--- config.mk ---
export PLATFORM = sky130hd
export DESIGN_NAME = starfield_top
export DESIGN_NICKNAME = d
export VERILOG_FILES = /design/src/source/starfield_pkg.sv /design/src/source/display_timings.sv /design/src/source/star_mixer.sv /design/src/source/starfield.sv /design/src/source/starfield_top.sv
export SDC_FILE = /design/constraint.sdc
export NUM_CORES = 1
export LEC_CHECK = 0
export BUFFER_PORTS_ARGS = -buffer_cell sky130_fd_sc_hd__clkbuf_2
export CAP_MARGIN = 20
export CORE_MARGIN = 1
export CORE_UTILIZATION = 50
export CTS_CLUSTER_SIZE = 20
export DETAILED_ROUTE_END_ITERATION = 12
export PLACE_DENSITY_LB_ADDON = 0.12
export REMOVE_ABC_BUFFERS = 1
export SLEW_MARGIN = 10
export SYNTH_ARGS = -nofsm -noshare
export SYNTH_HDL_FRONTEND = slang
export SYNTH_SLANG_ARGS = --single-unit
--- constraint.sdc ---
create_clock -name clk_pix -period 2.2 [get_ports clk_pix]
set_input_delay 0.11 -clock clk_pix [delete_from_list [all_inputs] [get_ports clk_pix]]
set_output_delay 0.11 -clock clk_pix [all_outputs]
set_load 0.02 [all_outputs]
--- src/source/starfield_pkg.sv ---
/* Shared widths and constants for the starfield video generator.
   Imported by the timing, starfield, mixer and top-level modules. */

package starfield_pkg;

    // Pixel coordinates and timing parameters
    localparam int CORDW = 16;  // Wide enough for any practical resolution

    // Star shift register
    localparam int SF_W = 21;  // Register, SEED and MASK width

    // Galois feedback taps 21 and 19, right-shifting form
    // Bit 20 is tap 21, bit 18 is tap 19
    localparam logic [SF_W-1:0] SF_TAPS = 21'h14_0000;

    // Star value taken from the top of the register
    localparam int STAR_W = 8;

    // One colour channel on the video output
    localparam int COLR_W = 4;  // 12-bit RGB overall

endpackage

--- src/source/display_timings.sv ---
/* Display timing generator: pixel position counters plus sync and data enable.
   Porch and sync sizes are parameters, so simulation can run a tiny frame. */

`timescale 1ns/100ps

module display_timings #(
    parameter logic [starfield_pkg::CORDW-1:0] H_RES  = 640,  // Active pixels per line
    parameter logic [starfield_pkg::CORDW-1:0] V_RES  = 480,  // Active lines per frame
    parameter logic [starfield_pkg::CORDW-1:0] H_FP   = 16,   // Horizontal front porch
    parameter logic [starfield_pkg::CORDW-1:0] H_SYNC = 96,   // Horizontal sync width
    parameter logic [starfield_pkg::CORDW-1:0] H_BP   = 48,   // Horizontal back porch
    parameter logic [starfield_pkg::CORDW-1:0] V_FP   = 10,   // Vertical front porch
    parameter logic [starfield_pkg::CORDW-1:0] V_SYNC = 2,    // Vertical sync lines
    parameter logic [starfield_pkg::CORDW-1:0] V_BP   = 33    // Vertical back porch
) (
    input  logic                            clk_pix,  // Pixel clock
    input  logic                            reset,    // Sync reset, active high
    output logic [starfield_pkg::CORDW-1:0] sx,       // Horizontal position
    output logic [starfield_pkg::CORDW-1:0] sy,       // Vertical position
    output logic                            hsync,    // Active low
    output logic                            vsync,    // Active low
    output logic                            de        // High in active area
);
    import starfield_pkg::*;

    // Sync spans start right after the front porch
    localparam logic [CORDW-1:0] H_SYNC_STA = H_RES + H_FP;
    localparam logic [CORDW-1:0] H_SYNC_END = H_SYNC_STA + H_SYNC;  // First pixel after sync
    localparam logic [CORDW-1:0] H_TOTAL    = H_SYNC_END + H_BP;
    localparam logic [CORDW-1:0] V_SYNC_STA = V_RES + V_FP;
    localparam logic [CORDW-1:0] V_SYNC_END = V_SYNC_STA + V_SYNC;
    localparam logic [CORDW-1:0] V_TOTAL    = V_SYNC_END + V_BP;

    logic line_end;   // Last pixel of a line
    logic frame_end;  // Last line of a frame

    assign line_end  = (sx == H_TOTAL - 1'b1);
    assign frame_end = (sy == V_TOTAL - 1'b1);

    // Scan left to right, then top to bottom
    always_ff @(posedge clk_pix) begin
        if (reset) begin
            sx <= '0;
            sy <= '0;
        end else if (line_end) begin
            sx <= '0;
            sy <= frame_end ? '0 : sy + 1'b1;  // Wrap at frame end
        end else begin
            sx <= sx + 1'b1;
        end
    end

    // Decode straight from the counters, no added latency
    always_comb begin
        hsync = ~((sx >= H_SYNC_STA) && (sx < H_SYNC_END));
        vsync = ~((sy >= V_SYNC_STA) && (sy < V_SYNC_END));
        de    = (sx < H_RES) && (sy < V_RES);
    end

    // Horizontal counter must wrap before the line total
    a_sx_in_range : assert property (
        @(posedge clk_pix) disable iff (reset)
        sx < H_TOTAL
    ) else $error("sx %0d reached line total %0d", sx, H_TOTAL);

endmodule

--- src/source/star_mixer.sv ---
/* Combines three star layers into one 12-bit video pixel.
   Applies layer priority and blanking, then registers syncs, enable and colour. */

`timescale 1ns/100ps

module star_mixer (
    input  logic                             clk_pix,    // Pixel clock
    input  logic                             reset,      // Sync reset, active high
    input  logic                             sf1_on,     // Layer 1 lit
    input  logic                             sf2_on,     // Layer 2 lit
    input  logic                             sf3_on,     // Layer 3 lit
    input  logic [starfield_pkg::STAR_W-1:0] sf1_star,
    input  logic [starfield_pkg::STAR_W-1:0] sf2_star,
    input  logic [starfield_pkg::STAR_W-1:0] sf3_star,
    input  logic                             hsync,      // From timing, active low
    input  logic                             vsync,      // From timing, active low
    input  logic                             de,         // From timing
    output logic                             hsync_out,
    output logic                             vsync_out,
    output logic                             de_out,
    output logic [starfield_pkg::COLR_W-1:0] red,
    output logic [starfield_pkg::COLR_W-1:0] green,
    output logic [starfield_pkg::COLR_W-1:0] blue
);
    import starfield_pkg::*;

    logic [COLR_W-1:0] starlight;  // Selected brightness
    logic [COLR_W-1:0] pix;        // After blanking

    // Layer 1 wins, then 2, then 3
    always_comb begin
        if (sf1_on)      starlight = sf1_star[STAR_W-1 -: COLR_W];
        else if (sf2_on) starlight = sf2_star[STAR_W-1 -: COLR_W];
        else if (sf3_on) starlight = sf3_star[STAR_W-1 -: COLR_W];
        else             starlight = '0;  // Empty sky
    end

    assign pix = de ? starlight : '0;  // Black outside active area

    // Output register stage, all video signals aligned
    always_ff @(posedge clk_pix) begin
        if (reset) begin
            hsync_out <= 1'b1;  // Sync inactive
            vsync_out <= 1'b1;
            de_out    <= 1'b0;
            red       <= '0;
            green     <= '0;
            blue      <= '0;
        end else begin
            hsync_out <= hsync;
            vsync_out <= vsync;
            de_out    <= de;
            red       <= pix;  // Greyscale stars
            green     <= pix;
            blue      <= pix;
        end
    end

    // No colour may leak into blanking
    a_blank_black : assert property (
        @(posedge clk_pix) disable iff (reset)
        !de_out |-> (red == '0) && (green == '0) && (blue == '0)
    ) else $error("Colour present while de_out low");

endmodule

--- src/source/starfield.sv ---
/* One scrolling star layer driven by a 21-bit Galois shift register.
   The sequence restarts a few steps short of a frame, so stars drift left
   by |INC| pixels every frame. */

`timescale 1ns/100ps

module starfield #(
    parameter int                             INC       = -1,         // Drift per frame
    parameter logic [starfield_pkg::SF_W-1:0] SEED      = 21'h1FFFFF, // Restart value
    parameter logic [starfield_pkg::SF_W-1:0] MASK      = 21'h07FF,   // Star density
    parameter int                             FRAME_LEN = 800 * 525   // Clocks per frame
) (
    input  logic                             clk_pix,  // Pixel clock
    input  logic                             reset,    // Sync reset, active high
    output logic                             sf_on,    // Star lit at this pixel
    output logic [starfield_pkg::STAR_W-1:0] sf_star   // Star brightness value
);
    import starfield_pkg::*;

    // Sequence length; shorter than a frame for negative INC
    localparam int RST_CNT = FRAME_LEN + INC;
    localparam int CNT_W   = $clog2(RST_CNT);  // Holds 0 .. RST_CNT-1

    logic [CNT_W-1:0] cnt;      // Steps since last SEED load
    logic [SF_W-1:0]  sf_reg;   // Shift register state
    logic             seq_end;  // Last step of the sequence

    assign seq_end = (cnt == CNT_W'(RST_CNT - 1));

    // One step per pixel clock, reload at end of sequence
    always_ff @(posedge clk_pix) begin
        if (reset) begin
            cnt    <= '0;
            sf_reg <= SEED;
        end else if (seq_end) begin
            cnt    <= '0;
            sf_reg <= SEED;  // Restart early, shifts pattern by INC
        end else begin
            cnt    <= cnt + 1'b1;
            // Right shift, feed bit 0 back through the taps
            sf_reg <= {1'b0, sf_reg[SF_W-1:1]} ^ (sf_reg[0] ? SF_TAPS : '0);
        end
    end

    // Lit when every masked bit is set
    assign sf_on   = &(sf_reg | ~MASK);
    assign sf_star = sf_reg[SF_W-1 -: STAR_W];  // Top bits as brightness

    // All-zero state would lock the register up
    a_sf_reg_nonzero : assert property (
        @(posedge clk_pix) disable iff (reset)
        sf_reg != '0
    ) else $error("Star shift register stuck at zero");

endmodule

--- src/source/starfield_top.sv ---
/* Starfield video generator top level, running on the pixel clock.
   Display timing feeds three drifting star layers into the output mixer. */

`timescale 1ns/100ps

module starfield_top #(
    // Display timing, 640x480 by default
    parameter logic [starfield_pkg::CORDW-1:0] H_RES  = 640,
    parameter logic [starfield_pkg::CORDW-1:0] V_RES  = 480,
    parameter logic [starfield_pkg::CORDW-1:0] H_FP   = 16,
    parameter logic [starfield_pkg::CORDW-1:0] H_SYNC = 96,
    parameter logic [starfield_pkg::CORDW-1:0] H_BP   = 48,
    parameter logic [starfield_pkg::CORDW-1:0] V_FP   = 10,
    parameter logic [starfield_pkg::CORDW-1:0] V_SYNC = 2,
    parameter logic [starfield_pkg::CORDW-1:0] V_BP   = 33,
    // Star layers, nearest first
    parameter int                             INC1  = -1,
    parameter int                             INC2  = -2,
    parameter int                             INC3  = -4,          // Fastest drift
    parameter logic [starfield_pkg::SF_W-1:0] SEED1 = 21'h09A9A9,
    parameter logic [starfield_pkg::SF_W-1:0] SEED2 = 21'h0A9A9A,
    parameter logic [starfield_pkg::SF_W-1:0] SEED3 = 21'h1FFFFF,
    parameter logic [starfield_pkg::SF_W-1:0] MASK1 = 21'h000FFF,
    parameter logic [starfield_pkg::SF_W-1:0] MASK2 = 21'h000FFF,
    parameter logic [starfield_pkg::SF_W-1:0] MASK3 = 21'h0007FF   // Denser distant layer
) (
    input  logic                             clk_pix,    // Pixel clock
    input  logic                             reset,      // Sync reset, active high
    output logic                             hsync_out,  // Active low
    output logic                             vsync_out,  // Active low
    output logic                             de_out,
    output logic [starfield_pkg::COLR_W-1:0] red,
    output logic [starfield_pkg::COLR_W-1:0] green,
    output logic [starfield_pkg::COLR_W-1:0] blue
);
    import starfield_pkg::*;

    // Clocks per frame, computed 32 bits wide to avoid overflow
    localparam int H_TOTAL   = H_RES + H_FP + H_SYNC + H_BP;
    localparam int V_TOTAL   = V_RES + V_FP + V_SYNC + V_BP;
    localparam int FRAME_LEN = H_TOTAL * V_TOTAL;

    logic              hsync, vsync, de;  // Timing, unregistered
    logic              sf1_on, sf2_on, sf3_on;
    logic [STAR_W-1:0] sf1_star, sf2_star, sf3_star;

    display_timings #(
        .H_RES(H_RES), .V_RES(V_RES),
        .H_FP(H_FP), .H_SYNC(H_SYNC), .H_BP(H_BP),
        .V_FP(V_FP), .V_SYNC(V_SYNC), .V_BP(V_BP)
    ) i_display_timings (
        .clk_pix,
        .reset,
        .sx(),      // Position not needed, stars follow the clock
        .sy(),
        .hsync,
        .vsync,
        .de
    );

    // Layers run free, locked to the counters by the common reset
    starfield #(
        .INC(INC1), .SEED(SEED1), .MASK(MASK1), .FRAME_LEN(FRAME_LEN)
    ) i_sf1 (
        .clk_pix, .reset, .sf_on(sf1_on), .sf_star(sf1_star)
    );

    starfield #(
        .INC(INC2), .SEED(SEED2), .MASK(MASK2), .FRAME_LEN(FRAME_LEN)
    ) i_sf2 (
        .clk_pix, .reset, .sf_on(sf2_on), .sf_star(sf2_star)
    );

    starfield #(
        .INC(INC3), .SEED(SEED3), .MASK(MASK3), .FRAME_LEN(FRAME_LEN)
    ) i_sf3 (
        .clk_pix, .reset, .sf_on(sf3_on), .sf_star(sf3_star)
    );

    star_mixer i_star_mixer (
        .clk_pix,
        .reset,
        .sf1_on,
        .sf2_on,
        .sf3_on,
        .sf1_star,
        .sf2_star,
        .sf3_star,
        .hsync,
        .vsync,
        .de,
        .hsync_out,  // One clock behind the counters
        .vsync_out,
        .de_out,
        .red,
        .green,
        .blue
    );

endmodule

== After elaboration in Yosys (flattened, before gate mapping) ==
Cells that the tools add are included.

* Flip-flop bits (word level): 159
* Output and inout bits: 15
* Word-level logic and storage cells: 52
* Bits of input ports: 2

* Eq/ne operators: 5
* Reductions and logical operators: 11
* Multiplexer cells: 7
* $add $sub $neg: 5
* Magnitude comparators: 6
* Bitwise logic cells: 6

{| class="wikitable"
|+ Operators with widths
! operator !! count
|-
| two-way mux 21 bit || 3
|-
| bitwise XOR 20 x 21 -> 21 bit || 3
|-
| adder 19 x 1 -> 19 bit (second input constant) || 3
|-
| equality test 19 bit (second input constant) || 3
|-
| adder 16 x 1 -> 16 bit (second input constant) || 2
|-
| equality test 16 x 10 -> 1 bit (second input constant) || 2
|-
| < comparator 16 x 10 -> 1 bit (second input constant) || 2
|-
| < comparator 16 x 9 -> 1 bit (second input constant) || 2
|-
| AND reduction 12 bit || 2
|-
| greater-or-equal comparator 16 x 10 -> 1 bit (second input constant) || 1
|-
| greater-or-equal comparator 16 x 9 -> 1 bit (second input constant) || 1
|-
| two-way mux 16 bit || 1
|-
| two-way mux 4 bit || 3
|-
| AND reduction 11 bit || 1
|-
| OR reduction 2 bit || 5
|-
| logical AND 1 bit || 3
|-
| NOT 1 bit || 3
|}

== Longest topological paths before layout ==
* Depth in word-level cells: 4
* Mapped depth: 7

== By module ==
From an unflattened synthesis, not the netlist that was laid out.

* Cell total of the unflattened synthesis: 728
* Area, all modules: 6779.0 um2

{| class="wikitable"
|+ Modules (own cells, without submodules)
! module !! area each (um2) !! seq. area each (um2) !! instances !! cells each
|-
| display_timings || 1803.0 || 640.6 || 1 || 218
|-
| starfield (i_sf2) || 1569.0 || 800.8 || 1 || 158
|-
| starfield (i_sf1) || 1555.2 || 800.8 || 1 || 161
|-
| starfield (i_sf3) || 1524.0 || 800.8 || 1 || 155
|-
| star_mixer || 327.8 || 140.1 || 1 || 36
|}

== Worst setup path before layout ==
Ideal clock, no wire load.

* Path type: register to register
* Start: register i_sf1.cnt[0]
* End: register i_sf1.cnt[18]
* Period minus slack after synthesis: 1753 ps
* Required time: 2130 ps
* Cell stages (with the launch flop): 6
* Setup time: 70 ps
* Data arrival time: 1683 ps
* Buffers on the path: 0
* Slack: 447 ps
* Path through: dfxtp_1 ha_1 nand4_1 or2_2 or4_1 a21oi_1

* Cells in the longest elaborated chain, start to end: 2
* Elaborated cells on any way between the ends: 3
* Classes of those cells: add/sub: 1; eq/ne: 1; reduce/logical: 1

{| class="wikitable"
|+ RTL lines
! what !! RTL line !! text
|-
| from (decl) || starfield.sv:24 || <nowiki>logic [CNT_W-1:0] cnt;</nowiki>
|-
| from (signal assigned) || starfield.sv:39 || <nowiki>cnt <= cnt + 1'b1;</nowiki>
|-
| parallel branches: the longest is 2 deep, another holds adder 19 x 1 -> 19 bit || n/a ||
|}

Several ways; the timed one is not identified.
A chain may end at the register's enable or synchronous reset.

== Worst setup path after layout ==
* Start: register i_display_timings.sx[14] in the netlist's numbering
* End: register i_display_timings.sy[15] in the netlist's numbering

* Cells in the longest elaborated chain, start to end: 1

{| class="wikitable"
|+ RTL lines
! what !! RTL line !! text
|-
| from (decl) || display_timings.sv:18 || <nowiki>output logic [starfield_pkg::CORDW-1:0] sx,</nowiki>
|-
| from (signal assigned) || display_timings.sv:49 || <nowiki>sx <= sx + 1'b1;</nowiki>
|-
| equality test 16 x 10 -> 1 bit || display_timings.sv:37 || <nowiki>assign line_end = (sx == H_TOTAL - 1'b1);</nowiki>
|-
| to (signal assigned) || display_timings.sv:47 || <nowiki>sy <= frame_end ? '0 : sy + 1'b1;</nowiki>
|-
| to (decl) || display_timings.sv:19 || <nowiki>output logic [starfield_pkg::CORDW-1:0] sy,</nowiki>
|}

Every way passes these cells.

==> flow_metrics.env <==
export IMPL_clk_pin_slew_ps=60
export IMPL_finalMaxSlewViolations=0
export IMPL_synth_top_family_by_area="simple AND/OR/NAND/NOR gates"
export IMPL_wl_um=11600
export IMPL_cts_buffer_depth=2
export IMPL_arrival_ps=2330
export IMPL_rows=41
export IMPL_ir_drop_mv=0.612
export IMPL_clk_insertion_delay_late_ps=410
export IMPL_drc=0
export IMPL_comb_power_share_pct=3.5
export IMPL_fin_area_um2=7250
export IMPL_cts_buffers=17
export IMPL_max_freq_ghz=0.503
export IMPL_via_per_inst=5.39
export IMPL_grt_setup_unrepaired="false"
export IMPL_globalRouteOverflowTotal=0
export IMPL_period_share_pct=90.3
export IMPL_portBuffers=16
export IMPL_critPathMaxFanout=12
export IMPL_synth_flop_cell="dfxtp_1"
export IMPL_io_pins=17
export IMPL_cp_top_family="simple AND/OR/NAND/NOR gates"
export IMPL_synth_edf_count=0
export IMPL_postCtsSetupBuffers=0
export IMPL_maxCapViolations=0
export IMPL_finalWorstSetupSlack_ps=212
export IMPL_grt_pass1_vias=4491
export IMPL_worstPathCellList="nor4_4, nand4_1, or4_1, a21oi_1"
export IMPL_leakage_nw=2.55
export IMPL_postSynthCellCount=693
export IMPL_async_flop_share_pct=0
export IMPL_finalHoldViolCount=0
export IMPL_clock_sinks=159
export IMPL_synthDistinctLibCells=55
export IMPL_p_sw_mw=1.34
export IMPL_fp_dieW_um=116
export IMPL_met1_length_um=5840
export IMPL_synth_compound_area_share_pct=7.20
export IMPL_insertedDiodeCount=0
export IMPL_final_common_cell="dfxtp_1"
export IMPL_critPathCaptureType="flip-flop"
export IMPL_synth_fa_ha_area_share_pct=1.75
export IMPL_drt_iter0_drc=253
export IMPL_wl_per_cell_um=13.0
export IMPL_syn_area_per_cell_um2=9.31
export IMPL_switching_share_pct=22.0
export IMPL_htree_num_levels=4
export IMPL_synth_simple_gate_area_share_pct=30.5
export IMPL_fillCellCount=1143
export IMPL_start_util_pct=51.1
export IMPL_mostFrequentLayoutCells="dfxtp_1, nor2_1, nand3_1"
export IMPL_fp_dieArea_um2=13400
export IMPL_synth_xor_area_share_pct=7.33
export IMPL_core_um2=12600
export IMPL_final_min_clock_period_ps=1990
export IMPL_route_met3_wl_um=281
export IMPL_power_mw=6.08
export IMPL_slowest_delay_ps=620
export IMPL_final_cell_count_no_fill=894
export IMPL_first_pass_iters=4
export IMPL_grt_max_degree=22
export IMPL_cts_hold_buf=0
export IMPL_met2_length_um=5380
export IMPL_fin_skew_ps=7.30
export IMPL_hold_ws_ps=105
export IMPL_dieHeight_um=116
export IMPL_placed_cells=861
export IMPL_drive_gt1_share_pct=10.9
export IMPL_status="completed"
export IMPL_postLayoutCoreUtil_pct=57.4
export IMPL_cp_start_kind="flip-flop"
export IMPL_cp_slowest_cell="or4_1"
export IMPL_post_dp_hpwl_um=8000
export IMPL_critPathKind="flip-flop to flip-flop"
export IMPL_maxUsedRoutingLayer="met4"
export IMPL_seq_area_frac_synth_pct=49.4
export IMPL_placed_area_um2=6670
export IMPL_cts_root_buf="clkbuf_16"
export IMPL_synth_mux_area_share_pct=0.175
export IMPL_post_place_ws_ps=177
export IMPL_seq_power_share_pct=50.2
export IMPL_synth_area_um2=6450
export IMPL_cp_num_buf_inv=0
export IMPL_grt_first_pass_wirelength_um=20600
export IMPL_grt_antenna_before_repair=0
export IMPL_yosysWarnings=0
export IMPL_required_ps=2540
export IMPL_finalSetupViolCount=0
export IMPL_grt_use_total_pct=19.4
export IMPL_clkPwrFrac_pct=46.3
export IMPL_power_density_nw_per_um2=839
export IMPL_ant_nets=0
export IMPL_yosys_register_bits=159
export IMPL_cts_resized=0
export IMPL_syn_to_final_growth_pct=12.4
export IMPL_p_int_mw=4.74
export IMPL_cts_tree="yes"
export IMPL_setup_tns_ps=0
export IMPL_tightest_slew_ps=544
export IMPL_hp_class="input port to flip-flop"
export IMPL_slew_headroom_pct=63.4
export IMPL_gp_congestion=0.785
export IMPL_final_nets=720
export IMPL_num_vias=4816
path summary, 6_finish.rpt:
path         slack [ps]                      from                        to  cells past startpoint
max                 210  i_display_timings.sx[14]  i_display_timings.sy[15]                      4
min                 110                     reset   i_display_timings.sx[6]                      2
max reg2reg         210  i_display_timings.sx[14]  i_display_timings.sy[15]                      4
min reg2reg         410          i_sf1.sf_reg[16]          i_sf1.sf_reg[15]                      1
worst reg2reg max path, cell delays in order (launching register included):
cell and delay, ps:
dfxtp_1 350, nor4_4 360, nand4_1 430, or4_1 630, a21oi_1 160
power by group through the flow:
stage | clock (mW) | sequential, mW | combinational, mW
final | 2.82 | 3.05 | 0.214
after global routing | 3.03 | 3.06 | 0.239
after CTS | 2.88 | 3.05 | 0.216
after detailed placement | 0 | 3.11 | 0.215
after global placement | 0 | 3.11 | 0.207
after floorplan | 0 | 3.11 | 0.134
synthesized netlist by cell type (7+ instances only):
cell      instances  share of area [%]
dfxtp_1         159                 49
nor2_1           74                4.3
nand3_1          39                3.0
xnor2_1          38                5.2
nand2_1          37                2.2
nand2b_1         31                3.0
nand4_1          31                3.0
a21oi_1          23                1.8
and2_1           22                2.1
inv_1            19                1.1
nor3_1           18                1.4
o21ai_0          17                1.3
or3_1            17                1.6
xor2_1           16                2.2
nor4_1           15                1.5
buf_2            11               0.85
clkbuf_1         11               0.64
or2b_1           11                1.3
o31ai_1          10                1.2
or4_1            10                1.2
ha_1              9                1.7
buf_4             8               0.93
and4_1            7               0.95
area by class of cell:
cell class	count	area [um2]	share of cell area, %
clock inverter	13	141	1.95
clock buffer	19	433	5.97
sequential	159	3180	43.9
multi-input combinational	483	3030	41.8
timing repair buffer	29	178	2.45
inverter	19	71.3	0.984
tap	172	215	2.97
routing by layer:
metal  vias up  GRT usage [%]
li1       2461              -
met1      2298           25.6
met2        44           30.9
met3        13           5.54
met4         0           5.97
met5         -              0
cell families (layout without fill, tap and decap cells):
group,after synthesis,in the layout
AO/OA/AOI/OAI,72,72
AND/OR/NAND/NOR,347,347
multiplexers,1,1
adder cells (fa/ha/maj),9,9
XOR/XNOR,54,54
flip-flops,159,159
buffers and inverters,51,80
(Power assumes the default switching activity.)
